File: src/core_cfg_pkg.sv
/*
 core-wide widths and sizes
 register file, instruction fields and issue queue depth
 */

`default_nettype none

package core_cfg_pkg;

    // datapath and instruction fields
    localparam int XLEN      = 32;
    localparam int PC_W      = 32;
    localparam int REG_AW    = 5;
    localparam int NUM_REGS  = 32;
    localparam int DECINFO_W = 16;

    // issue queue
    localparam int IQ_DEPTH  = 8;
    localparam int IQ_PTR_W  = 3;

endpackage

`default_nettype wire

File: src/issue_pkg.sv
/*
 issue stage types
 decoded instruction packet, operand pair and queue index
 */

`default_nettype none

package issue_pkg;

    import core_cfg_pkg::*;

    // one decoded instruction as it sits in the queue
    typedef struct packed {
        logic [PC_W-1:0]      pc;
        logic [REG_AW-1:0]    rd;
        logic [REG_AW-1:0]    rs1;
        logic [REG_AW-1:0]    rs2;
        logic                 we;
        logic [XLEN-1:0]      imm;
        logic [DECINFO_W-1:0] info;
    } inst_pkt_t;

    // source values captured at dispatch
    typedef struct packed {
        logic [XLEN-1:0] op1;
        logic [XLEN-1:0] op2;
    } operands_t;

    // wraps naturally at IQ_DEPTH
    typedef logic [IQ_PTR_W-1:0] iq_idx_t;

endpackage

`default_nettype wire

File: src/issue_slot_if.sv
/*
 slot access between issue controller and an entry store
 two indexed writes, two indexed head reads
 payload type set per instance
 */

`default_nettype none

interface issue_slot_if
    import issue_pkg::*;
#(
    parameter type payload_t = logic
);

    // dispatch side, port 1 is the younger entry
    logic [1:0] wr_en;
    iq_idx_t    wr_idx [2];
    payload_t   wr_data [2];

    // issue side, head 0 is the oldest entry
    iq_idx_t    head_idx [2];
    payload_t   head_data [2];

    modport ctrl (
        output wr_en,
        output wr_idx,
        output wr_data,
        output head_idx,
        input  head_data
    );

    modport store (
        input  wr_en,
        input  wr_idx,
        input  wr_data,
        input  head_idx,
        output head_data
    );

endinterface

`default_nettype wire

File: src/entry_store.sv
/*
 issue queue entry storage
 IQ_DEPTH payloads, two write ports, two head read ports
 */

`default_nettype none

module entry_store
    import core_cfg_pkg::*;
#(
    parameter type payload_t = logic
) (
    input  logic        clk,
    input  logic        rst_n,
    issue_slot_if.store slot
);

    // occupancy is tracked by the controller
    payload_t mem [IQ_DEPTH];

    logic [1:0] wr_ok;

    // block writes while the core is held in reset
    assign wr_ok = slot.wr_en & {2{rst_n}};

    always_ff @(posedge clk) begin
        for (int k = 0; k < 2; k++) begin
            if (wr_ok[k]) begin
                mem[slot.wr_idx[k]] <= slot.wr_data[k];
            end
        end
    end

    // head reads are combinational
    assign slot.head_data[0] = mem[slot.head_idx[0]];
    assign slot.head_data[1] = mem[slot.head_idx[1]];

endmodule

`default_nettype wire

File: src/flat_wrapper.sv
// flat-port wrapper written by rule: the top's interface ports become plain ports
module entry_store_flat import core_cfg_pkg::*;
#(
    parameter type payload_t = logic
)
  (clk, rst_n, slot_wr_en, slot_wr_idx, slot_wr_data, slot_head_idx, slot_head_data);
  issue_slot_if #(.payload_t(payload_t)) slot_i ();
  input  logic clk;
  input  logic rst_n;
  input wire logic [$bits(slot_i.wr_en)-1:0] slot_wr_en;
  input wire logic [$bits(slot_i.wr_idx)-1:0] slot_wr_idx;
  input wire logic [$bits(slot_i.wr_data)-1:0] slot_wr_data;
  input wire logic [$bits(slot_i.head_idx)-1:0] slot_head_idx;
  output wire logic [$bits(slot_i.head_data)-1:0] slot_head_data;
  assign slot_i.wr_en = slot_wr_en;
  assign slot_i.wr_idx = {>>{slot_wr_idx}};
  assign slot_i.wr_data = {>>{slot_wr_data}};
  assign slot_i.head_idx = {>>{slot_head_idx}};
  assign slot_head_data = {>>{slot_i.head_data}};
  entry_store #(.payload_t(payload_t)) u_core (.clk(clk), .rst_n(rst_n), .slot(slot_i));
endmodule
File: config.mk
export PLATFORM = sky130hd
export DESIGN_NAME = entry_store_flat
export DESIGN_NICKNAME = d
export VERILOG_FILES = /design/src/core_cfg_pkg.sv /design/src/issue_pkg.sv /design/src/issue_slot_if.sv /design/src/entry_store.sv /design/src/flat_wrapper.sv
export SDC_FILE = /design/constraint.sdc
export NUM_CORES = 1
export LEC_CHECK = 0
export ABC_AREA = 1
export BUFFER_PORTS_ARGS = -buffer_cell sky130_fd_sc_hd__buf_2
export CAP_MARGIN = 20
export CORE_AREA = 2 2 39 41
export DETAILED_ROUTE_END_ITERATION = 7
export DIE_AREA = 0 0 41 43
export HOLD_SLACK_MARGIN = 0.06
export PLACE_DENSITY_LB_ADDON = 0.15
export SLEW_MARGIN = 20
export SYNTH_ARGS = -nofsm -noshare
export SYNTH_HDL_FRONTEND = slang
export SYNTH_SLANG_ARGS = --single-unit
File: constraint.sdc
create_clock -name clk -period 2.9 [get_ports clk]
set_clock_uncertainty 0.2 [all_clocks]
set_input_delay 0.435 -clock clk [delete_from_list [all_inputs] [get_ports clk]]
set_output_delay 0.435 -clock clk [all_outputs]
set_load 0.005 [all_outputs]
Word level (Yosys, flattened, before mapping)
Memories as Yosys holds them, arrays and structs flattened. Cells that the tools add are included.

Mux-type cells: 4. Bitwise logic cells: 1.

Operators with widths (number): 2-to-1 mux 1 bit (4); bitwise AND 2 bit (1).

Register bits after elaboration: 0. Memory bits (writable): 8. Bits of input ports: 18. Output and inout bits: 2. Word-level logic and storage cells: 6. Memories: 1.

Memories: u_core.mem (depth 8, bits a word 1, rd ports 2, clocked after memory_dff 0, wr ports 2, line entry_store.sv:19) `payload_t mem [IQ_DEPTH];`.

Depth between registers and ports, before layout
Depth after elaboration: 3. Depth in mapped cells: 6. Depth with buffers taken out: 6.

Worst setup path after synthesis
OpenSTA, ideal clock, no wires.

Path type: in2out. From: in slot_head_idx[0]. To: out slot_head_data[0]. Arrival: 0.766 ns. Data required time: 2.265 ns. Setup slack: 1.499 ns. Stages on the path: 6. Path buffers: 0. Path through: inv_1 nand2_1 nand3_1 nand2_1 nand2_1 nand2_1.

Longest elaborated chain between the ends: 1.

RTL lines: from (decl) (line flat_wrapper.sv:13) `input wire logic [$bits(slot_i.head_idx)-1:0] slot_head_idx;`; memory (8 x 1 bit); to (decl) (line flat_wrapper.sv:14) `output wire logic [$bits(slot_i.head_data)-1:0] slot_head_data;`.

No other way between the ends.

==> impl_metrics.toml <==
[outcome]
outcome = "complete, no violations"

[die]
num_rows = 14
initial_core_util = 0.486
die_h_um = 43
core_region_area_sq_um = 1380
die_area_sq_um = 1760
die_w_um = 41
io_pins = 20

[final_layout]
largest_reg_flops = 8
antenna_cells = 0
multi_input_area_sq_um = 349
fillers = 146
nNetsFinal = 150
stdcell_count = 146
fin_area_sq_um = 806
drive_gt1_frac = 0.200
final-seq-area_sq_um = 240
syn2layout_area_growth_pct = 19.7

[timing]
min_period_ps = 1710
setup_ws_ps = 1190
setup_viol = 0
relSlewSlack = 0.860
slew_viol_final = 0
final.period_utilization = 0.590
tns_ps = 0
hold_viol_final = 0
hold_slack_ps = 375
rsz0062_at_grt = "false"
worst_slew_pin_slew_ps = 209
fmax_ghz = 0.584

[grt]
grt_pass1_vias = 591
grt_pass1_wl_um = 2150
grt_max_degree = 9
overflow = 0
grtUsageTotal = 0.183
antenna_found_initial = 0

[synthesis]
async_flop_share = 0
synth_ff_type = "edfxtp_1"
yosysTopAreaCell = "edfxtp_1"
ys_ff_latch = 8
yosys-top-cells-count = "nand2_1, inv_1, nand3_1"
avgSynthCellArea_sq_um = 6.18
ys_seq_area_frac = 0.357
ys_types = 12
synth_top_area_frac = 0.357
synth_area_leaders = "edfxtp_1, nand2_1, inv_1"
synth-edff-count = 8
postSynthCellCount = 109
yosysMostFrequentCell = "nand2_1"
synthesis.area_sq_um = 673
syn-num-nets = 127
synth-warning-count = 0

[clocking]
path_clk_slew_ps = 50
cts_setup_buffers = 0
cts.sinks = 8
cts_tree = "built"
numCtsBuffers = 3
root_buffer = "clkbuf_4"
cts.path.max_buffers = 2
cts_max_level = 1
postCtsHoldBufs = 0
cts_resized = 0

[drt]
vias_per_cell = 4.68
drt.antenna.violating_nets = 0
vias = 683
wl_per_cell_um = 8.62
remaining_drc_errors = 0
first_iter_violations = 21
wl_um = 1260
first_pass_iters = 4

[worst_setup_path]
crit_fanout = 2
startpoint_type = "register"
cp.required_ps = 2270
cp.arrival_ps = 1080
crit_type = "register to output port"
crit_path_end_kind = "output port"

[power]
ir_drop_v = 0.000160
power.leakage_uw = 0.000445
power.density_nw_per_um2 = 341

[flow_run]
cap_viol_max_count = 0

[placement]
port_buffers = 19
dpl.cell_count = 143
gp_congestion = 0.762
placed_cell_area_sq_um = 783
hpwlAfterDp_um = 1090
dp_worst_setup_slack_ps = 1190

[worst_hold_path]
min_path_type = "input pin to register"
-- worst max-delay path: stages, from the launching register on --
cell	delay [ps]
edfxtp_1	350
inv_1	100
nand2_1	60
nand3_1	60
nand2_1	60
nand2_1	50
nand2_1	40
buf_2	110
-- placed cells by master (no fill, tap or decap) --
| cell type | count |
|---|---|
| inv_1 | 20 |
| o21ai_1 | 8 |
| nand2_1 | 47 |
| nor2_1 | 3 |
| o21ai_0 | 8 |
| clkbuf_4 | 3 |
| edfxtp_1 | 8 |
| buf_2 | 19 |
| inv_2 | 1 |
| nand3_1 | 9 |
| nand3b_1 | 1 |
| nor2_4 | 2 |
| nand2_2 | 1 |
-- where the power goes --
part	switching, uW	total (uW)	internal, uW
Sequential	0.869	134	133
Clock	32.4	79.4	47.0
Combinational	36.8	62.0	25.2
-- area by class of cell --
| type | instances | share of cell area |
|---|---|---|
| sequential | 8 | 0.298 |
| multi-input combinational | 79 | 0.433 |
| tap | 16 | 0.0248 |
| inverter | 21 | 0.0978 |
| timing repair buffer | 19 | 0.118 |
| clock buffer | 3 | 0.0280 |
-- routing by layer --
metal	track usage	wire, um
met4	0.120	0
met1	0.186	520
met2	0.313	694
met3	0.0314	44
met5	0	0
-- kinds of logic (layout without fill, tap and decap cells) --
logic type | count (synthesis) | after routing | synth area share
flops | 8 | 8 | 0.357
simple gates | 63 | 63 | 0.400
compound gates | 16 | 16 | 0.119
buf+inv | 22 | 43 | 0.125
-- path summary, 6_finish.rpt --
path	start	to	slack, ps	cells after the start
min	slot_wr_data[1]	u_core.mem[3]$_DFFE_PP_	370	3
max	u_core.mem[4]$_DFFE_PP_	slot_head_data[0]	1190	7
-- metrics by stage --
step           utilization  power, uW
6_report             0.582        275
5_1_grt              0.582        290
4_1_cts              0.582        277
3_5_place_dp         0.566        198
3_3_place_gp         0.566        196
2_1_floorplan            -        173
Power figures use the tool's default switching activity.
