==> src/core_cfg_pkg.sv <==
/*
 core-wide widths and sizes
 register file, instruction fields and issue queue depth
 */

`default_nettype none

package core_cfg_pkg;

    // datapath and instruction fields
    localparam int XLEN      = 32;
    localparam int PC_W      = 32;
    localparam int REG_AW    = 5;
    localparam int NUM_REGS  = 32;
    localparam int DECINFO_W = 16;

    // issue queue
    localparam int IQ_DEPTH  = 8;
    localparam int IQ_PTR_W  = 3;

endpackage

`default_nettype wire

==> src/issue_pkg.sv <==
/*
 issue stage types
 decoded instruction packet, operand pair and queue index
 */

`default_nettype none

package issue_pkg;

    import core_cfg_pkg::*;

    // one decoded instruction as it sits in the queue
    typedef struct packed {
        logic [PC_W-1:0]      pc;
        logic [REG_AW-1:0]    rd;
        logic [REG_AW-1:0]    rs1;
        logic [REG_AW-1:0]    rs2;
        logic                 we;
        logic [XLEN-1:0]      imm;
        logic [DECINFO_W-1:0] info;
    } inst_pkt_t;

    // source values captured at dispatch
    typedef struct packed {
        logic [XLEN-1:0] op1;
        logic [XLEN-1:0] op2;
    } operands_t;

    // wraps naturally at IQ_DEPTH
    typedef logic [IQ_PTR_W-1:0] iq_idx_t;

endpackage

`default_nettype wire

==> src/issue_slot_if.sv <==
/*
 slot access between issue controller and an entry store
 two indexed writes, two indexed head reads
 payload type set per instance
 */

`default_nettype none

interface issue_slot_if
    import issue_pkg::*;
#(
    parameter type payload_t = logic
);

    // dispatch side, port 1 is the younger entry
    logic [1:0] wr_en;
    iq_idx_t    wr_idx [2];
    payload_t   wr_data [2];

    // issue side, head 0 is the oldest entry
    iq_idx_t    head_idx [2];
    payload_t   head_data [2];

    modport ctrl (
        output wr_en,
        output wr_idx,
        output wr_data,
        output head_idx,
        input  head_data
    );

    modport store (
        input  wr_en,
        input  wr_idx,
        input  wr_data,
        input  head_idx,
        output head_data
    );

endinterface

`default_nettype wire

==> src/issue_ctrl.sv <==
/*
 issue queue controller
 busy bits, dispatch and issue pointers, dispatch acceptance
 dual-issue selection with the lane 1 RAW hazard rule
 */

`default_nettype none

module issue_ctrl
    import core_cfg_pkg::*;
    import issue_pkg::*;
(
    input  logic              clk,
    input  logic              rst_n,

    // dispatch
    input  logic              disp_valid_i,
    input  logic              disp_two_i,
    input  inst_pkt_t         disp_pkt_i [2],
    output logic              disp_ready_o,

    // register file reads, rs1/rs2 of slot 0 then slot 1
    output logic [REG_AW-1:0] rf_raddr_o [4],
    input  logic [XLEN-1:0]   rf_rdata_i [4],

    // entry stores
    issue_slot_if.ctrl        inst_slot,
    issue_slot_if.ctrl        opnd_slot,

    // issue lanes
    input  logic              iss_ready_i,
    output logic [1:0]        iss_valid_o,
    output inst_pkt_t         iss_pkt_o [2],
    output operands_t         iss_opnd_o [2]
);

    typedef logic [IQ_PTR_W:0] cnt_t;

    logic [IQ_DEPTH-1:0] busy;
    iq_idx_t             disp_ptr;
    iq_idx_t             iss_ptr;
    cnt_t                busy_cnt;
    logic                accept;
    logic [1:0]          disp_we;
    iq_idx_t             wr_idx [2];
    operands_t           disp_opnd [2];
    iq_idx_t             head_idx [2];
    inst_pkt_t           head_pkt [2];
    logic                lane1_raw;
    logic [1:0]          iss_fire;
    logic [1:0]          n_disp;
    logic [1:0]          n_iss;
    logic [IQ_DEPTH-1:0] set_mask;
    logic [IQ_DEPTH-1:0] clr_mask;

    // room for a full pair is required even for a single
    assign busy_cnt     = cnt_t'($countones(busy));
    assign disp_ready_o = (busy_cnt <= cnt_t'(IQ_DEPTH - 2));
    assign accept       = disp_valid_i && disp_ready_o;
    assign disp_we      = {accept && disp_two_i, accept};

    assign wr_idx[0] = disp_ptr;
    assign wr_idx[1] = disp_ptr + iq_idx_t'(1);

    // operand reads come straight from the incoming source fields
    assign rf_raddr_o[0] = disp_pkt_i[0].rs1;
    assign rf_raddr_o[1] = disp_pkt_i[0].rs2;
    assign rf_raddr_o[2] = disp_pkt_i[1].rs1;
    assign rf_raddr_o[3] = disp_pkt_i[1].rs2;

    assign disp_opnd[0] = '{op1: rf_rdata_i[0], op2: rf_rdata_i[1]};
    assign disp_opnd[1] = '{op1: rf_rdata_i[2], op2: rf_rdata_i[3]};

    assign inst_slot.wr_en      = disp_we;
    assign inst_slot.wr_idx[0]  = wr_idx[0];
    assign inst_slot.wr_idx[1]  = wr_idx[1];
    assign inst_slot.wr_data[0] = disp_pkt_i[0];
    assign inst_slot.wr_data[1] = disp_pkt_i[1];

    assign opnd_slot.wr_en      = disp_we;
    assign opnd_slot.wr_idx[0]  = wr_idx[0];
    assign opnd_slot.wr_idx[1]  = wr_idx[1];
    assign opnd_slot.wr_data[0] = disp_opnd[0];
    assign opnd_slot.wr_data[1] = disp_opnd[1];

    // the two oldest entries
    assign head_idx[0] = iss_ptr;
    assign head_idx[1] = iss_ptr + iq_idx_t'(1);

    assign inst_slot.head_idx[0] = head_idx[0];
    assign inst_slot.head_idx[1] = head_idx[1];
    assign opnd_slot.head_idx[0] = head_idx[0];
    assign opnd_slot.head_idx[1] = head_idx[1];

    assign head_pkt[0] = inst_slot.head_data[0];
    assign head_pkt[1] = inst_slot.head_data[1];

    // lane 1 reads what lane 0 writes, x0 excluded
    assign lane1_raw = head_pkt[0].we && (head_pkt[0].rd != '0) &&
                       ((head_pkt[1].rs1 == head_pkt[0].rd) ||
                        (head_pkt[1].rs2 == head_pkt[0].rd));

    assign iss_valid_o[0] = busy[head_idx[0]];
    assign iss_valid_o[1] = busy[head_idx[1]] && iss_valid_o[0] && !lane1_raw;

    assign iss_pkt_o[0]  = head_pkt[0];
    assign iss_pkt_o[1]  = head_pkt[1];
    assign iss_opnd_o[0] = opnd_slot.head_data[0];
    assign iss_opnd_o[1] = opnd_slot.head_data[1];

    assign iss_fire = iss_valid_o & {2{iss_ready_i}};
    assign n_disp   = {1'b0, disp_we[0]} + {1'b0, disp_we[1]};
    assign n_iss    = {1'b0, iss_fire[0]} + {1'b0, iss_fire[1]};

    always_comb begin
        set_mask = '0;
        clr_mask = '0;
        for (int k = 0; k < 2; k++) begin
            if (disp_we[k]) begin
                set_mask[wr_idx[k]] = 1'b1;
            end
            if (iss_fire[k]) begin
                clr_mask[head_idx[k]] = 1'b1;
            end
        end
    end

    // dispatched slots are always free, so set and clear never collide
    always_ff @(posedge clk or negedge rst_n) begin
        if (!rst_n) begin
            busy     <= '0;
            disp_ptr <= '0;
            iss_ptr  <= '0;
        end else begin
            busy     <= (busy & ~clr_mask) | set_mask;
            disp_ptr <= disp_ptr + iq_idx_t'(n_disp);
            iss_ptr  <= iss_ptr + iq_idx_t'(n_iss);
        end
    end

endmodule

`default_nettype wire

==> src/flat_wrapper.sv <==
// flat-port wrapper written by rule: the top's interface ports become plain ports
module issue_ctrl_flat import core_cfg_pkg::*; import issue_pkg::*;
  (clk, rst_n, disp_valid_i, disp_two_i, disp_pkt_i, disp_ready_o, rf_raddr_o, rf_rdata_i, iss_ready_i, iss_valid_o, iss_pkt_o, iss_opnd_o, inst_slot_wr_en, inst_slot_wr_idx, inst_slot_wr_data, inst_slot_head_idx, inst_slot_head_data, opnd_slot_wr_en, opnd_slot_wr_idx, opnd_slot_wr_data, opnd_slot_head_idx, opnd_slot_head_data);
  issue_slot_if inst_slot_i ();
  issue_slot_if opnd_slot_i ();
  input  logic clk;
  input  logic rst_n;
  input  logic disp_valid_i;
  input  logic disp_two_i;
  input  inst_pkt_t disp_pkt_i[2];
  output logic disp_ready_o;
  output logic [REG_AW-1:0] rf_raddr_o[4];
  input  logic [XLEN-1:0] rf_rdata_i[4];
  input  logic iss_ready_i;
  output logic [1:0] iss_valid_o;
  output inst_pkt_t iss_pkt_o[2];
  output operands_t iss_opnd_o[2];
  output wire logic [$bits(inst_slot_i.wr_en)-1:0] inst_slot_wr_en;
  output wire logic [$bits(inst_slot_i.wr_idx)-1:0] inst_slot_wr_idx;
  output wire logic [$bits(inst_slot_i.wr_data)-1:0] inst_slot_wr_data;
  output wire logic [$bits(inst_slot_i.head_idx)-1:0] inst_slot_head_idx;
  input wire logic [$bits(inst_slot_i.head_data)-1:0] inst_slot_head_data;
  output wire logic [$bits(opnd_slot_i.wr_en)-1:0] opnd_slot_wr_en;
  output wire logic [$bits(opnd_slot_i.wr_idx)-1:0] opnd_slot_wr_idx;
  output wire logic [$bits(opnd_slot_i.wr_data)-1:0] opnd_slot_wr_data;
  output wire logic [$bits(opnd_slot_i.head_idx)-1:0] opnd_slot_head_idx;
  input wire logic [$bits(opnd_slot_i.head_data)-1:0] opnd_slot_head_data;
  assign inst_slot_wr_en = inst_slot_i.wr_en;
  assign inst_slot_wr_idx = {>>{inst_slot_i.wr_idx}};
  assign inst_slot_wr_data = {>>{inst_slot_i.wr_data}};
  assign inst_slot_head_idx = {>>{inst_slot_i.head_idx}};
  assign inst_slot_i.head_data = {>>{inst_slot_head_data}};
  assign opnd_slot_wr_en = opnd_slot_i.wr_en;
  assign opnd_slot_wr_idx = {>>{opnd_slot_i.wr_idx}};
  assign opnd_slot_wr_data = {>>{opnd_slot_i.wr_data}};
  assign opnd_slot_head_idx = {>>{opnd_slot_i.head_idx}};
  assign opnd_slot_i.head_data = {>>{opnd_slot_head_data}};
  issue_ctrl u_core (.clk(clk), .rst_n(rst_n), .disp_valid_i(disp_valid_i), .disp_two_i(disp_two_i), .disp_pkt_i(disp_pkt_i), .disp_ready_o(disp_ready_o), .rf_raddr_o(rf_raddr_o), .rf_rdata_i(rf_rdata_i), .inst_slot(inst_slot_i), .opnd_slot(opnd_slot_i), .iss_ready_i(iss_ready_i), .iss_valid_o(iss_valid_o), .iss_pkt_o(iss_pkt_o), .iss_opnd_o(iss_opnd_o));
endmodule
==> config.mk <==
export PLATFORM = sky130hd
export DESIGN_NAME = issue_ctrl_flat
export DESIGN_NICKNAME = d
export VERILOG_FILES = /design/src/core_cfg_pkg.sv /design/src/issue_pkg.sv /design/src/issue_slot_if.sv /design/src/issue_ctrl.sv /design/src/flat_wrapper.sv
export SDC_FILE = /design/constraint.sdc
export NUM_CORES = 1
export LEC_CHECK = 0
export BUFFER_PORTS_ARGS = -buffer_cell sky130_fd_sc_hd__buf_4
export CORE_AREA = 2 2 276 278
export DETAILED_ROUTE_END_ITERATION = 12
export DIE_AREA = 0 0 278 280
export SYNTH_ARGS = -nofsm -noshare
export SYNTH_HDL_FRONTEND = slang
export SYNTH_SLANG_ARGS = --single-unit
==> constraint.sdc <==
create_clock -name clk -period 9.4 [get_ports clk]
set_input_delay 2.35 -clock clk [delete_from_list [all_inputs] [get_ports clk]]
set_output_delay 2.35 -clock clk [all_outputs]
set_load 0.005 [all_outputs]
; Word level (Yosys, flattened, before mapping)
; Index checks and enable logic that the tools add are counted.
[classes]
mux = 16
n_addsub = 13
magnitude_cmp = 9
bitwise_logic = 6
reduce_logical = 7
[ops]
columns = operator, n
row1 = 8-bit 2-to-1 mux, 4
row2 = 8-bit bitwise OR, 3
row3 = "3-bit by 4-bit < comparator with 1-bit output, second input constant", 4
row4 = 1-bit by 1-bit adder with 2-bit output, 6
row5 = 4-bit adder, 3
row6 = 1-bit demux with 3-bit select, 4
row7 = "3-bit by 1-bit greater-or-equal comparator with 1-bit output, second input constant", 4
row8 = 8-bit bitwise AND, 1
row9 = 8-bit NOT, 1
row10 = 1-bit logical AND, 7
row11 = "3-bit by 1-bit adder with 3-bit output, second input constant", 2
row12 = 3-bit by 2-bit adder with 3-bit output, 2
row13 = 1-bit binary-select mux with 3-bit select, 2
row14 = 1-bit 2-to-1 mux, 6
row15 = "4-bit by 3-bit less-or-equal comparator with 1-bit output, second input constant", 1
row16 = 2-bit bitwise AND, 1
[totals]
in_bits = 329
reg_bits = 14
wordCells = 54
output_inout_bits = 375

; Longest topological paths before layout
; Gate-level depths: netlist of run 1.
[logic_depth]
word_depth = 11
ltp_mapped = 14
mapped_depth_nobuf = 14

; Worst setup path after synthesis of run 1
; Ideal clock, no wire load.
[synth_timing]
path_type = register to output
start = reg u_core.busy[6]
end = out inst_slot_wr_en[0]
required_ns = 7.050
arrival_time_ns = 2.883
path_slack_ns = 4.167
n_path_buf = 1
path_stages_with_launch = 13
path_cell_list = dfrtp_1 -> ha_1 -> inv_1 -> fa_1 -> inv_1 -> fa_1 -> ha_1 -> inv_1 -> fa_1 -> o21a_1 -> nand2_1 -> inv_1 -> buf_4
[synth_via]
elab_chain_len = 5
[synth_rtl]
columns = element, line_no
row1 = from (decl), issue_ctrl.sv:39  ; logic [IQ_DEPTH-1:0] busy;
row2 = from (signal assigned), issue_ctrl.sv:135  ; busy <= (busy & ~clr_mask) | set_mask;
row3 = 1-bit by 1-bit adder with 2-bit output (implied by the code), issue_ctrl.sv:57  ; assign busy_cnt = cnt_t'($countones(busy));
row4 = 4-bit adder (implied by the code) (2 in a row), issue_ctrl.sv:57
row5 = 4-bit by 3-bit less-or-equal comparator with 1-bit output, issue_ctrl.sv:58  ; assign disp_ready_o = (busy_cnt <= cnt_t'(IQ_DEPTH - 2));
row6 = net disp_ready_o, flat_wrapper.sv:11  ; output logic disp_ready_o;
row7 = 1-bit logical AND, issue_ctrl.sv:59  ; assign accept = disp_valid_i && disp_ready_o;
row8 = to (decl), flat_wrapper.sv:18  ; output wire logic [$bits(inst_slot_i.wr_en)-1:0] inst_slot_wr_en;
; The timed path passes the listed nets, and every way through them passes these cells.

; Worst setup path after layout of run 1
[layout_timing]
start = reg u_core.busy[6]
end = out opnd_slot_wr_en[0]
[layout_via]
elab_chain_len = 5
[layout_rtl]
columns = element, line_no
row1 = 1-bit by 1-bit adder with 2-bit output (implied by the code), issue_ctrl.sv:57
row2 = 4-bit adder (implied by the code) (2 in a row), issue_ctrl.sv:57
row3 = 4-bit by 3-bit less-or-equal comparator with 1-bit output, issue_ctrl.sv:58
row4 = 1-bit logical AND, issue_ctrl.sv:59
row5 = to (decl), flat_wrapper.sv:23  ; output wire logic [$bits(opnd_slot_i.wr_en)-1:0] opnd_slot_wr_en;
; No other way between the ends.

==> results of run 1 <==
through the flow:
stage / std cells / total power [mW] / instance area, µm²
floorplan: 814 / 0.828 / 5180
global placement: 1464 / 1.06 / 3950
detailed placement: 1464 / 1.07 / 3950
CTS: 1468 / 1.16 / 4040
global route: 1468 / 1.28 / 4040
finish: 1468 / 1.12 / 4040
metal layers:
| layer | vias to the layer above | track usage [%] | wire length [µm] |
|---|---|---|---|
| met5 | - | 0 | 0 |
| met1 | 924 | 2.21 | 3080 |
| li1 | 886 | - | - |
| met3 | 22 | 1.18 | 1740 |
| met2 | 292 | 2.46 | 3040 |
| met4 | 0 | 1.39 | 402 |
cells by family (layout without fill, tap and decap cells):
family	after synthesis	after routing	share of synthesized area [%]
AOI/OAI and AO/OA	37	37	7.32
xor gates and xnor gates	4	4	0.876
other	1	316	0.0937
adders and majority gates	16	16	6.13
muxes	6	6	2.16
DFF	14	14	8.76
and+or+nand+nor	38	38	4.66
buffers and inverters	383	59	70.0
sequential cells by signal (all words and copies together) (netlist names):
register	count
u_core.iss_ptr	3
u_core.busy	8
u_core.disp_ptr	3
final cells by class:
cell class / count / area (µm²) / area share [%]
Inverter: 19 / 71.3 / 1.77
Multi-Input combinational cell: 417 / 2030 / 50.3
Sequential cell: 14 / 350 / 8.68
Clock buffer: 4 / 88.8 / 2.20
Timing Repair Buffer: 36 / 270 / 6.70
Tap cell: 978 / 1220 / 30.3
how the worst max path moves through the flow:
stage / endpoint / from / slack, ns / depth (start not counted)
after floorplan: inst_slot_wr_en[0] / u_core.busy[6] / 4.17 / 12
after global placement: opnd_slot_wr_en[0] / u_core.busy[6] / 3.84 / 12
after detailed placement: opnd_slot_wr_en[0] / u_core.busy[6] / 3.85 / 12
after CTS: opnd_slot_wr_en[0] / u_core.busy[6] / 3.56 / 12
after global routing: opnd_slot_wr_en[0] / u_core.busy[6] / 3.40 / 12
final: opnd_slot_wr_en[0] / u_core.busy[6] / 3.59 / 12
critical path, cell delays in order, from the launching register on:
cell and delay [ns]:
sky130_fd_sc_hd__dfrtp_1 0.41, sky130_fd_sc_hd__ha_1 0.18, sky130_fd_sc_hd__inv_1 0.06, sky130_fd_sc_hd__fa_1 0.53
sky130_fd_sc_hd__inv_1 0.06, sky130_fd_sc_hd__fa_1 0.53, sky130_fd_sc_hd__ha_1 0.14, sky130_fd_sc_hd__inv_1 0.05
sky130_fd_sc_hd__fa_1 0.43, sky130_fd_sc_hd__o21a_1 0.25, sky130_fd_sc_hd__nand2_1 0.27, sky130_fd_sc_hd__inv_1 0.14
sky130_fd_sc_hd__buf_4 0.17
synthesized netlist by cell type, types with 3 or more instances:
cell and instances:
sky130_fd_sc_hd__buf_4 359, sky130_fd_sc_hd__o21ai_1 5, sky130_fd_sc_hd__nand2_1 9, sky130_fd_sc_hd__nand2b_1 3, sky130_fd_sc_hd__inv_1 18, sky130_fd_sc_hd__a2bb2oi_1 3, sky130_fd_sc_hd__o22ai_1 5, sky130_fd_sc_hd__a32oi_1 5
sky130_fd_sc_hd__nand3_1 3, sky130_fd_sc_hd__xor2_1 3, sky130_fd_sc_hd__nor2b_1 3, sky130_fd_sc_hd__mux2i_1 3, sky130_fd_sc_hd__ha_1 10, sky130_fd_sc_hd__nor2_1 14, sky130_fd_sc_hd__fa_1 6, sky130_fd_sc_hd__dfrtp_1 14
sky130_fd_sc_hd__o21ai_0 6
cells in the final DEF, fill, tap and decap left out, types with 2 or more instances in the layout:
cell and n:
sky130_fd_sc_hd__o211ai_1 2, sky130_fd_sc_hd__mux4_2 2, sky130_fd_sc_hd__a32oi_1 5, sky130_fd_sc_hd__a2bb2oi_1 3, sky130_fd_sc_hd__nand2_1 9, sky130_fd_sc_hd__dfrtp_1 14
sky130_fd_sc_hd__o21ai_0 6, sky130_fd_sc_hd__nor3_1 2, sky130_fd_sc_hd__nor2_1 14, sky130_fd_sc_hd__mux2i_1 3, sky130_fd_sc_hd__fa_1 6, sky130_fd_sc_hd__o21ai_1 5
sky130_fd_sc_hd__nand2b_1 3, sky130_fd_sc_hd__nor2b_1 3, sky130_fd_sc_hd__xor2_1 3, sky130_fd_sc_hd__clkbuf_16 3, sky130_fd_sc_hd__inv_1 18, sky130_fd_sc_hd__conb_1 316
sky130_fd_sc_hd__o22ai_1 5, sky130_fd_sc_hd__nand3_1 3, sky130_fd_sc_hd__o221ai_1 2, sky130_fd_sc_hd__buf_4 36, sky130_fd_sc_hd__ha_1 10, sky130_fd_sc_hd__o31ai_1 2
power groups by stage:
| stage | clock network (mW) | logic [mW] | registers [mW] |
|---|---|---|---|
| 6_report | 0.0887 | 0.867 | 0.168 |
| 5_1_grt | 0.0953 | 1.00 | 0.176 |
| 4_1_cts | 0.0910 | 0.902 | 0.170 |
| 3_5_place_dp | 0 | 0.896 | 0.171 |
| 3_3_place_gp | 0 | 0.887 | 0.171 |
| 2_1_floorplan | 0 | 0.696 | 0.132 |
==> results.txt, run 1 <==
----------------------------------------------------
[STA]
  Number of hold violations in the final report ... 0
  Least setup slack across all paths after layout ... around 3.6 ns
  Final Max Slew Viols ... 0
  Final period util ... between 60% and 70%
  Post-route setup TNS ... 0 ns
  Setup Viol. Count Final ... 0
  Actual slew at the worst max-slew pin ... roughly 0.74 ns
  Tightest slew margin relative to the limit ... between 50% and 60%
  Maximum clock skew at final layout ... about 0.0025 ns
  RSZ-0062 raised after global routing ... false
  Worst Hold Margin ... slightly below 0.6 ns
  Max Fclk ... around 170 MHz
  Minimum clock period after layout ... 5.81 ns

[Route]
  Number of violations reported at the end of detailed-routing iteration 0 ... 65
  Routed wirelength normalized by instance count ... between 5 and 6 µm
  Sum of routed wire length over all layers ... between 8 and 9 mm
  Post-route DRC ... 0
  Average vias per placed instance ... 1.45
  First-pass detailed-route iteration total ... 4
  Antenna-violating nets left ... 0
  Vias after detailed routing ... about 2100

[Critical path]
  Worst setup EP type ... output port
  CP arrival ... between 3 and 4 ns
  Capturing point of the worst reg2reg path ... u_core.disp_ptr[2]
  Startpoint type of the worst setup path ... flip-flop
  CP Max Fanout ... 9
  Reg-to-reg slack, setup ... between 5 and 6 ns
  Required @ worst endpoint ... 7.05 ns
  Number of cell instances on the worst register-to-register path ... 14
  Kind of critical path ... flip-flop to output port
  Reg-to-reg startpoint ... u_core.busy[6]

[Clock tree]
  Clk slew on worst S/H paths ... about 0.05 ns
  Latest clock arrival within the worst-skew pair ... about 0.24 ns
  Number of buffers created by CTS ... 3
  Maximum buffer depth of the clock tree ... 2
  Buffers inserted by post-CTS timing repair ... 0
  Post-CTS sizing ... 0
  Clock tree from TritonCTS ... done
  Clock Tree Root ... sky130_fd_sc_hd__clkbuf_16
  H-tree depth ... 1
  Hold-fix buffer count after cts ... 0
  Count of clock tree sinks ... 14

[Finish]
  Final design utilization ... under 10%
  Total Nets Final ... approximately 840
  Filler Cell Count ... 8876
  Layout cell share with drive strength beyond 1 ... between 10% and 20%
  Number of antenna diodes ... 0
  Area delta synth->final ... 0.876%

[Hold path]
  Hold Startpoint ... u_core.busy[5]
  Class of the tightest hold or removal check ... flip-flop to flip-flop
  Worst Hold End ... u_core.busy[5]
  Hold Crit Depth ... 2

[Floorplan]
  Core area ... 75200 µm²
  Number of I/O pins ... 704
  Starting density of the core ... ~5.3%
  Total number of placement rows ... roughly 100
  Die width ... between 200 and 300 µm
  Full die area ... ~78000 µm²
  Die span in y ... approximately 280 µm

[Place]
  Half-perimeter wire length after detailed placement ... 7.62 mm
  Post-Place Worst Slack ... between 3 and 4 ns
  Placer's final routability congestion estimate ... ~0.67
  PortBufs ... 35

[Pwr]
  Max rail drop VDD ... ~0.24 mV
  Leakage power figure ... 1.79 nW
  Power density normalized to cell area ... about 280 nW/µm²
  Internal cell power ... 0.529 mW
  Switching share of power ... a little over half
  Share of total power in sequential cells ... ~15%
  Logic gate share of total power ... roughly 77%
  Switch Pwr ... roughly 0.59 mW
  Clock network fraction of design power ... roughly 7.9%

[Synth]
  Post-Synthesis Mean Instance Area ... 8.02 µm²
  Synth Warn # ... 0
  Async set or reset register ratio after synthesis ... between 90% and 100%
  Synth area leader ... sky130_fd_sc_hd__buf_4
  Post-synthesis instance area ... ~4000 µm²
  Area share of the leading cell type in the synthesized netlist ... 67.4%
  Post-synth EDFFs ... 0
  Number of different library cells in the post-synthesis netlist ... 40
  Top flip-flop cell by instance count after synthesis ... sky130_fd_sc_hd__dfrtp_1
  Seq cells post-synth ... 14
  Register area share after synthesis ... between 8 and 9%
  Syn Inst Count ... approximately 500
  Top cells by area in the synthesized netlist ... sky130_fd_sc_hd__buf_4 67%, sky130_fd_sc_hd__dfrtp_1 8.8%, sky130_fd_sc_hd__ha_1 3.1%, sky130_fd_sc_hd__fa_1 3.0%, sky130_fd_sc_hd__inv_1 1.7%

[Global route]
  First-pass GRT wire length ... around 10 mm
  Overall Global Routing Usage ... roughly 1.9%
  Number of global-route vias before repair ... about 1400
  Largest net degree at the start of global routing ... 18
  Grt total ovfl ... 0
  Antenna violations before repair ... 1

[Run]
  Max Cap Viol ... 0

[Run status]
  Status ... completed

----------------------------------------------------
Power figures use the tool's default switching activity.
==> run 2: changes to the inputs <==
CORE_AREA = 2 2 277 279   (was 2 2 276 278)
DIE_AREA = 0 0 279 281   (was 0 0 278 280)
clock period = 5.6 ns   (was 9.4 ns; I/O delays follow)
==> run 2 against run 1 <==
Core utilization barely moved; final area fell by 0.40%; clock power rose by 50%; critical endpoint is now inst_slot_wr_en[0]; largest cell class unchanged; highest routed layer unchanged.
==> results.txt, run 2 (synthesis gave the netlist of run 1 again) <==
----------------------------------------------------
[Clock tree]
  Hold-fix buffer count after cts ... 0 (unchanged)
  Latest clock arrival within the worst-skew pair ... 0.24 ns (about the same)
  Maximum buffer depth of the clock tree ... 2 (unchanged)
  Number of buffers created by CTS ... 3 (unchanged)
  Clock Tree Root ... sky130_fd_sc_hd__clkbuf_16
  Clock tree from TritonCTS ... done
  H-tree depth ... 1 (unchanged)
  Buffers inserted by post-CTS timing repair ... 0 (unchanged)
  Clk slew on worst S/H paths ... 0.04 ns (about the same)
  Post-CTS sizing ... 0 (unchanged)
  Count of clock tree sinks ... 14 (unchanged)

[Floorplan]
  Starting density of the core ... 5.30% (-0.018 points)
  Full die area ... 78400 µm² (+0.72%)
  Total number of placement rows ... 101 (unchanged)
  Core area ... 75400 µm² (+0.34%)
  Die width ... 279 µm (+0.36%)
  Number of I/O pins ... 704 (unchanged)
  Die span in y ... 281 µm (+0.36%)

[Critical path]
  Required @ worst endpoint ... 4.20 ns (-2.85 ns)
  Worst setup EP type ... output port
  CP arrival ... 3.46 ns (about the same)
  Startpoint type of the worst setup path ... flip-flop
  CP Max Fanout ... 9 (unchanged)
  Kind of critical path ... flip-flop to output port

[Place]
  PortBufs ... 35 (unchanged)
  Half-perimeter wire length after detailed placement ... 7.97 mm (+4.6%)
  Placer's final routability congestion estimate ... 0.675 (+0.22%)
  Total placed instance area ... 3940 µm² (-0.19%)

[Run status]
  Status ... completed

[Route]
  First-pass detailed-route iteration total ... 4 (unchanged)
  Routed wirelength normalized by instance count ... 5.85 µm (+4.0%)
  Number of violations reported at the end of detailed-routing iteration 0 ... 92 (+42%)
  Vias after detailed routing ... 2097 (-1.3%)
  Antenna-violating nets left ... 0 (unchanged)
  Average vias per placed instance ... 1.43 (-1.3%)
  Sum of routed wire length over all layers ... 8.59 mm (+4.0%)
  Post-route DRC ... 0 (unchanged)

[Global route]
  Largest net degree at the start of global routing ... 19 (+1)
  Overall Global Routing Usage ... 1.93% (+0.044 points)
  Number of global-route vias before repair ... 1344 (-6.7%)
  Antenna violations before repair ... 1 (unchanged)
  First-pass GRT wire length ... 10.2 mm (+0.81%)
  Grt total ovfl ... 0 (unchanged)

[STA]
  Tightest slew margin relative to the limit ... 28.4% (-22 points)
  Post-route setup TNS ... 0 ns (unchanged)
  Minimum clock period after layout ... around 4.9 ns
  RSZ-0062 raised after global routing ... false
  Final Max Slew Viols ... 0 (unchanged)
  Worst Hold Margin ... 0.599 ns (+0.0216 ns)
  Number of hold violations in the final report ... 0 (unchanged)
  Final period util ... 86.9%
  Max Fclk ... 206 MHz
  Maximum clock skew at final layout ... 0.00268 ns (+0.000148 ns)
  Actual slew at the worst max-slew pin ... 1.07 ns (+0.337 ns)
  Setup Viol. Count Final ... 0 (unchanged)

[Finish]
  Flip-flop count of the largest register after layout ... 8 (unchanged)
  Most common cell after layout, fill and taps aside ... sky130_fd_sc_hd__conb_1
  Biggest regs ... u_core.busy (8), u_core.disp_ptr (3), u_core.iss_ptr (3)
  Leading cell types in the layout, fill and taps excluded ... 316 x sky130_fd_sc_hd__conb_1, 35 x sky130_fd_sc_hd__buf_4, 18 x sky130_fd_sc_hd__inv_1
  Area delta synth->final ... 0.469%
  Register with the highest flop count ... u_core.busy
  Layout cell share with drive strength beyond 1 ... 9.84% (-0.37 points)
  Cell area after layout ... 4020 µm² (-0.40%)
  Total Nets Final ... 835 (-0.12%)

[Run]
  Max Cap Viol ... 0 (unchanged)

[Pwr]
  Leakage power figure ... 1.78 nW (-0.67%)
  Max rail drop VDD ... 0.316 mV (+31%)
  Overall power of the completed layout ... 1.88 mW (+68%)
  Power density normalized to cell area ... 469 nW/µm² (+68%)

[Hold path]
  Class of the tightest hold or removal check ... flip-flop to flip-flop

----------------------------------------------------
run 2: cell types whose count changed in the layout (fill, tap and decap cells not counted), sizes merged:
| cell | delta |
|---|---|
| clkbuf | -1 |
| buf | -1 |
| diode | +2 |
run 2: critical path: stages, from the launching register on:
cell	delay [ns]
sky130_fd_sc_hd__dfrtp_1	0.42
sky130_fd_sc_hd__ha_1	0.29
sky130_fd_sc_hd__inv_1	0.05
sky130_fd_sc_hd__fa_1	0.41
sky130_fd_sc_hd__inv_1	0.09
sky130_fd_sc_hd__fa_1	0.42
sky130_fd_sc_hd__ha_1	0.20
sky130_fd_sc_hd__inv_1	0.06
sky130_fd_sc_hd__fa_1	0.41
sky130_fd_sc_hd__o21a_1	0.24
sky130_fd_sc_hd__nand2_1	0.28
sky130_fd_sc_hd__inv_1	0.17
sky130_fd_sc_hd__buf_4	0.17
run 2: layout make-up:
class	instances	area, µm²
Antenna cell	2	5.00
Clock buffer	3	75.1
Fill cell	8883	71400
Inverter	19	71.3
Multi-Input combinational cell	417	2030
Sequential cell	14	350
Tap cell	978	1220
Timing Repair Buffer	35	263
run 2: metal layers:
metal  global-route usage, %  routed length, µm  vias to the layer above
met1                    2.26               3150                      896
met3                    1.30               1900                       24
met5                       0                  0                        -
met4                    1.48                448                        0
met2                    2.42               3100                      288
li1                        -                  -                      889
run 2: worst paths after layout:
path | from | endpoint | slack (ns) | depth (start not counted)
hold reg to reg | u_core.busy[5] | u_core.busy[5] | 0.60 | 2
hold / removal | u_core.busy[5] | u_core.busy[5] | 0.60 | 2
min in group asynchronous | rst_n | u_core.disp_ptr[1] | 1.00 | 1
setup reg to reg | u_core.busy[6] | u_core.disp_ptr[2] | 1.67 | 14
max in group asynchronous | rst_n | u_core.iss_ptr[0] | 4.42 | 1
setup / recovery | u_core.busy[6] | inst_slot_wr_en[0] | 0.74 | 12
run 2: where the power goes:
| part | internal, mW | switching, mW |
|---|---|---|
| registers | 0.161 | 0.155 |
| logic | 0.615 | 0.822 |
| clock network | 0.0933 | 0.0395 |
| total | 0.869 | 1.02 |
run 2: metrics by stage:
stage | worst slack [ns] | util, % | std cells
floorplan | 1.32 | - | 814
global placement | 0.924 | 5.22 | 1463
detailed placement | 0.919 | 5.22 | 1463
CTS | 0.655 | 5.32 | 1466
global route | 0.468 | 5.32 | 1466
finish | 0.736 | 5.33 | 1468
==> run 3: changes to the inputs <==
CELL_PAD_IN_SITES_DETAIL_PLACEMENT = 0   (was unset)
CELL_PAD_IN_SITES_GLOBAL_PLACEMENT = 1   (was unset)
CORE_AREA = 2 2 273 275   (was 2 2 277 279)
DIE_AREA = 0 0 275 277   (was 0 0 279 281)
PLACE_DENSITY_LB_ADDON = 0.1   (was unset)
==> run 3 against run 2 <==
Sequential share of layout area about the same; cell count fell by 0.54%; flip-flop and latch count did not move; setup slack worse by 0.14 ns; combinational power is 8% higher; critical path depth is 1 higher; routed wire length rose by 25%; global-route usage grew 0.65 points; clock-buffer cell count grew 1; highest routed layer unchanged.
==> results.txt, run 3 (synthesis gave the netlist of run 1 again) <==
----------------------------------------------------
[Place]
  Inst Count DP ... 1456 (-0.48%)
  PortBufs ... 35 (unchanged)
  Placer's final routability congestion estimate ... 0.578 (-14%)
  Half-perimeter wire length after detailed placement ... 9.37 mm (+18%)
  Total placed instance area ... 3940 µm² (about the same)

[Clock tree]
  Clk slew on worst S/H paths ... 0.06 ns (+0.02 ns)
  Hold-fix buffer count after cts ... 0 (unchanged)
  Count of clock tree sinks ... 14 (unchanged)
  Clock tree from TritonCTS ... done
  Maximum buffer depth of the clock tree ... 2 (unchanged)
  Buffers inserted by post-CTS timing repair ... 0 (unchanged)
  Clock Tree Root ... sky130_fd_sc_hd__clkbuf_16
  Latest clock arrival within the worst-skew pair ... 0.26 ns (+0.02 ns)
  Number of buffers created by CTS ... 3 (unchanged)
  H-tree depth ... 1 (unchanged)
  Post-CTS sizing ... 0 (unchanged)

[Pwr]
  Switch Pwr ... 1.10 mW (+8.4%)
  Internal cell power ... 0.918 mW (+5.7%)
  Power density normalized to cell area ... 501 nW/µm² (+6.8%)
  Switching share of power ... 54.5% (+0.64 points)
  Clock network fraction of design power ... 8.4% (+1.4 points)
  Leakage power figure ... 1.80 nW (+0.93%)
  Max rail drop VDD ... 0.130 mV (-59%)
  Share of total power in sequential cells ... 14.7% (-2.0 points)
  Logic gate share of total power ... 76.9% (+0.7 points)

[STA]
  Tightest slew margin relative to the limit ... 62.5% (+34 points)
  Final Max Slew Viols ... 0 (unchanged)
  Actual slew at the worst max-slew pin ... 0.559 ns (-0.514 ns)
  RSZ-0062 raised after global routing ... false
  Number of hold violations in the final report ... 0 (unchanged)
  Post-route setup TNS ... 0 ns (unchanged)
  Max Fclk ... 200 MHz (-2.7%)
  Setup Viol. Count Final ... 0 (unchanged)
  Final period util ... 89.3% (+2.4 points)
  Minimum clock period after layout ... 5.00 ns (+0.135 ns)
  Maximum clock skew at final layout ... 0.00192 ns (-0.000766 ns)

[Run]
  Max Cap Viol ... 0 (unchanged)

[Finish]
  Total Nets Final ... 837 (+0.24%)
  Leading cell types in the layout, fill and taps excluded ... 316 x sky130_fd_sc_hd__conb_1, 37 x sky130_fd_sc_hd__buf_4, 18 x sky130_fd_sc_hd__inv_1
  Number of antenna diodes ... 0 (-2)
  Biggest regs ... u_core.busy (8), u_core.disp_ptr (3), u_core.iss_ptr (3)
  Non-filler instance count after layout ... 1460 (-0.54%)
  Area delta synth->final ... 0.782%
  Layout cell share with drive strength beyond 1 ... 10.4% (+0.55 points)
  Most common cell after layout, fill and taps aside ... sky130_fd_sc_hd__conb_1
  Cell area after layout ... 4030 µm² (+0.31%)
  Flip-flop count of the largest register after layout ... 8 (unchanged)
  Final design utilization ... 5.48% (+0.15 points)
  Register with the highest flop count ... u_core.busy

[Floorplan]
  Total number of placement rows ... 100 (-0.99%)
  Die width ... 275 µm (-1.4%)
  Die span in y ... 277 µm (-1.4%)
  Starting density of the core ... 5.44% (+0.14 points)
  Full die area ... 76200 µm² (-2.8%)
  Core area ... 73600 µm² (-2.5%)
  Number of I/O pins ... 704 (unchanged)

[Critical path]
  Required @ worst endpoint ... 4.20 ns (about the same)
  CP arrival ... 3.60 ns (+0.14 ns)
  Worst setup EP type ... output port
  Number of cell instances on the worst register-to-register path ... 15 (+1)
  Startpoint type of the worst setup path ... flip-flop
  Kind of critical path ... flip-flop to output port
  CP Max Fanout ... 9 (unchanged)

[Hold path]
  Class of the tightest hold or removal check ... flip-flop to flip-flop
  Hold Crit Depth ... 2 (unchanged)

[Global route]
  Overall Global Routing Usage ... 2.58% (+0.65 points)
  Grt total ovfl ... 0 (unchanged)
  First-pass GRT wire length ... 13.8 mm (+35%)
  Antenna violations before repair ... 0 (-1)
  Largest net degree at the start of global routing ... 19 (unchanged)
  Number of global-route vias before repair ... 1774 (+32%)

[Route]
  First-pass detailed-route iteration total ... 4 (unchanged)
  Antenna-violating nets left ... 0 (unchanged)
  Routed wirelength normalized by instance count ... 7.34 µm (+25%)
  Number of violations reported at the end of detailed-routing iteration 0 ... 47 (-49%)
  Sum of routed wire length over all layers ... 10.7 mm (+25%)
  Post-route DRC ... 0 (unchanged)
  Average vias per placed instance ... 1.38 (-3.3%)
  Vias after detailed routing ... 2016 (-3.9%)

[Run status]
  Status ... completed

----------------------------------------------------
[run 3: cell types whose count changed in the layout (fill, tap and decap cells not counted), sizes merged]
cell	delta
buf	+2
diode	-2
clkbuf	+1
[run 3: per-layer routing]
| metal | routed length [µm] | vias to the layer above | GRT usage, % |
|---|---|---|---|
| met5 | 0 | - | 0 |
| met4 | 212 | 0 | 0.638 |
| met3 | 1430 | 13 | 1.61 |
| met2 | 4770 | 190 | 3.71 |
| met1 | 4300 | 928 | 3.20 |
| li1 | - | 885 | - |
[run 3: worst paths after layout]
check / start / end / slack (ns)
max in group asynchronous: rst_n / u_core.disp_ptr[2] / 4.38
worst min register to register: u_core.busy[1] / u_core.busy[1] / 0.67
min in group asynchronous: rst_n / u_core.iss_ptr[0] / 1.00
worst min-delay path: u_core.busy[1] / u_core.busy[1] / 0.67
worst max-delay path: u_core.busy[7] / inst_slot_wr_en[0] / 0.60
worst max register to register: u_core.busy[7] / u_core.disp_ptr[2] / 1.56
[run 3: per-stage QoR]
step	hold WS, ns	worst slack (ns)	power [mW]
6_report	0.666	0.600	2.02
5_1_grt	0.730	0.355	2.32
4_1_cts	0.676	0.485	2.13
3_5_place_dp	0.663	0.786	1.95
3_3_place_gp	0.673	0.782	1.98
2_1_floorplan	0.500	1.32	1.39
[run 3: power by group through the flow]
stage	combinational [mW]	clock (mW)	sequential, mW
finish	1.55	0.169	0.298
global route	1.83	0.179	0.315
CTS	1.65	0.173	0.307
detailed placement	1.64	0	0.309
global placement	1.67	0	0.310
floorplan	1.17	0	0.222
[run 3: worst max-delay path: stages, from the launching register on]
cell and delay, ns:
sky130_fd_sc_hd__dfrtp_1 0.48, sky130_fd_sc_hd__ha_1 0.21, sky130_fd_sc_hd__inv_1 0.06, sky130_fd_sc_hd__fa_1 0.53, sky130_fd_sc_hd__inv_1 0.06, sky130_fd_sc_hd__fa_1 0.54, sky130_fd_sc_hd__ha_1 0.14, sky130_fd_sc_hd__inv_1 0.05
sky130_fd_sc_hd__fa_1 0.48, sky130_fd_sc_hd__o21a_1 0.22, sky130_fd_sc_hd__nand2_1 0.08, sky130_fd_sc_hd__buf_4 0.17, sky130_fd_sc_hd__inv_1 0.17, sky130_fd_sc_hd__buf_4 0.15
[run 3: cell type report]
| type | count | area, µm² |
|---|---|---|
| Multi-Input combinational cell | 417 | 2030 |
| Timing Repair Buffer | 37 | 278 |
| Sequential cell | 14 | 350 |
| Tap cell | 969 | 1210 |
| Clock buffer | 4 | 88.8 |
| Fill cell | 8770 | 69500 |
| Inverter | 19 | 71.3 |
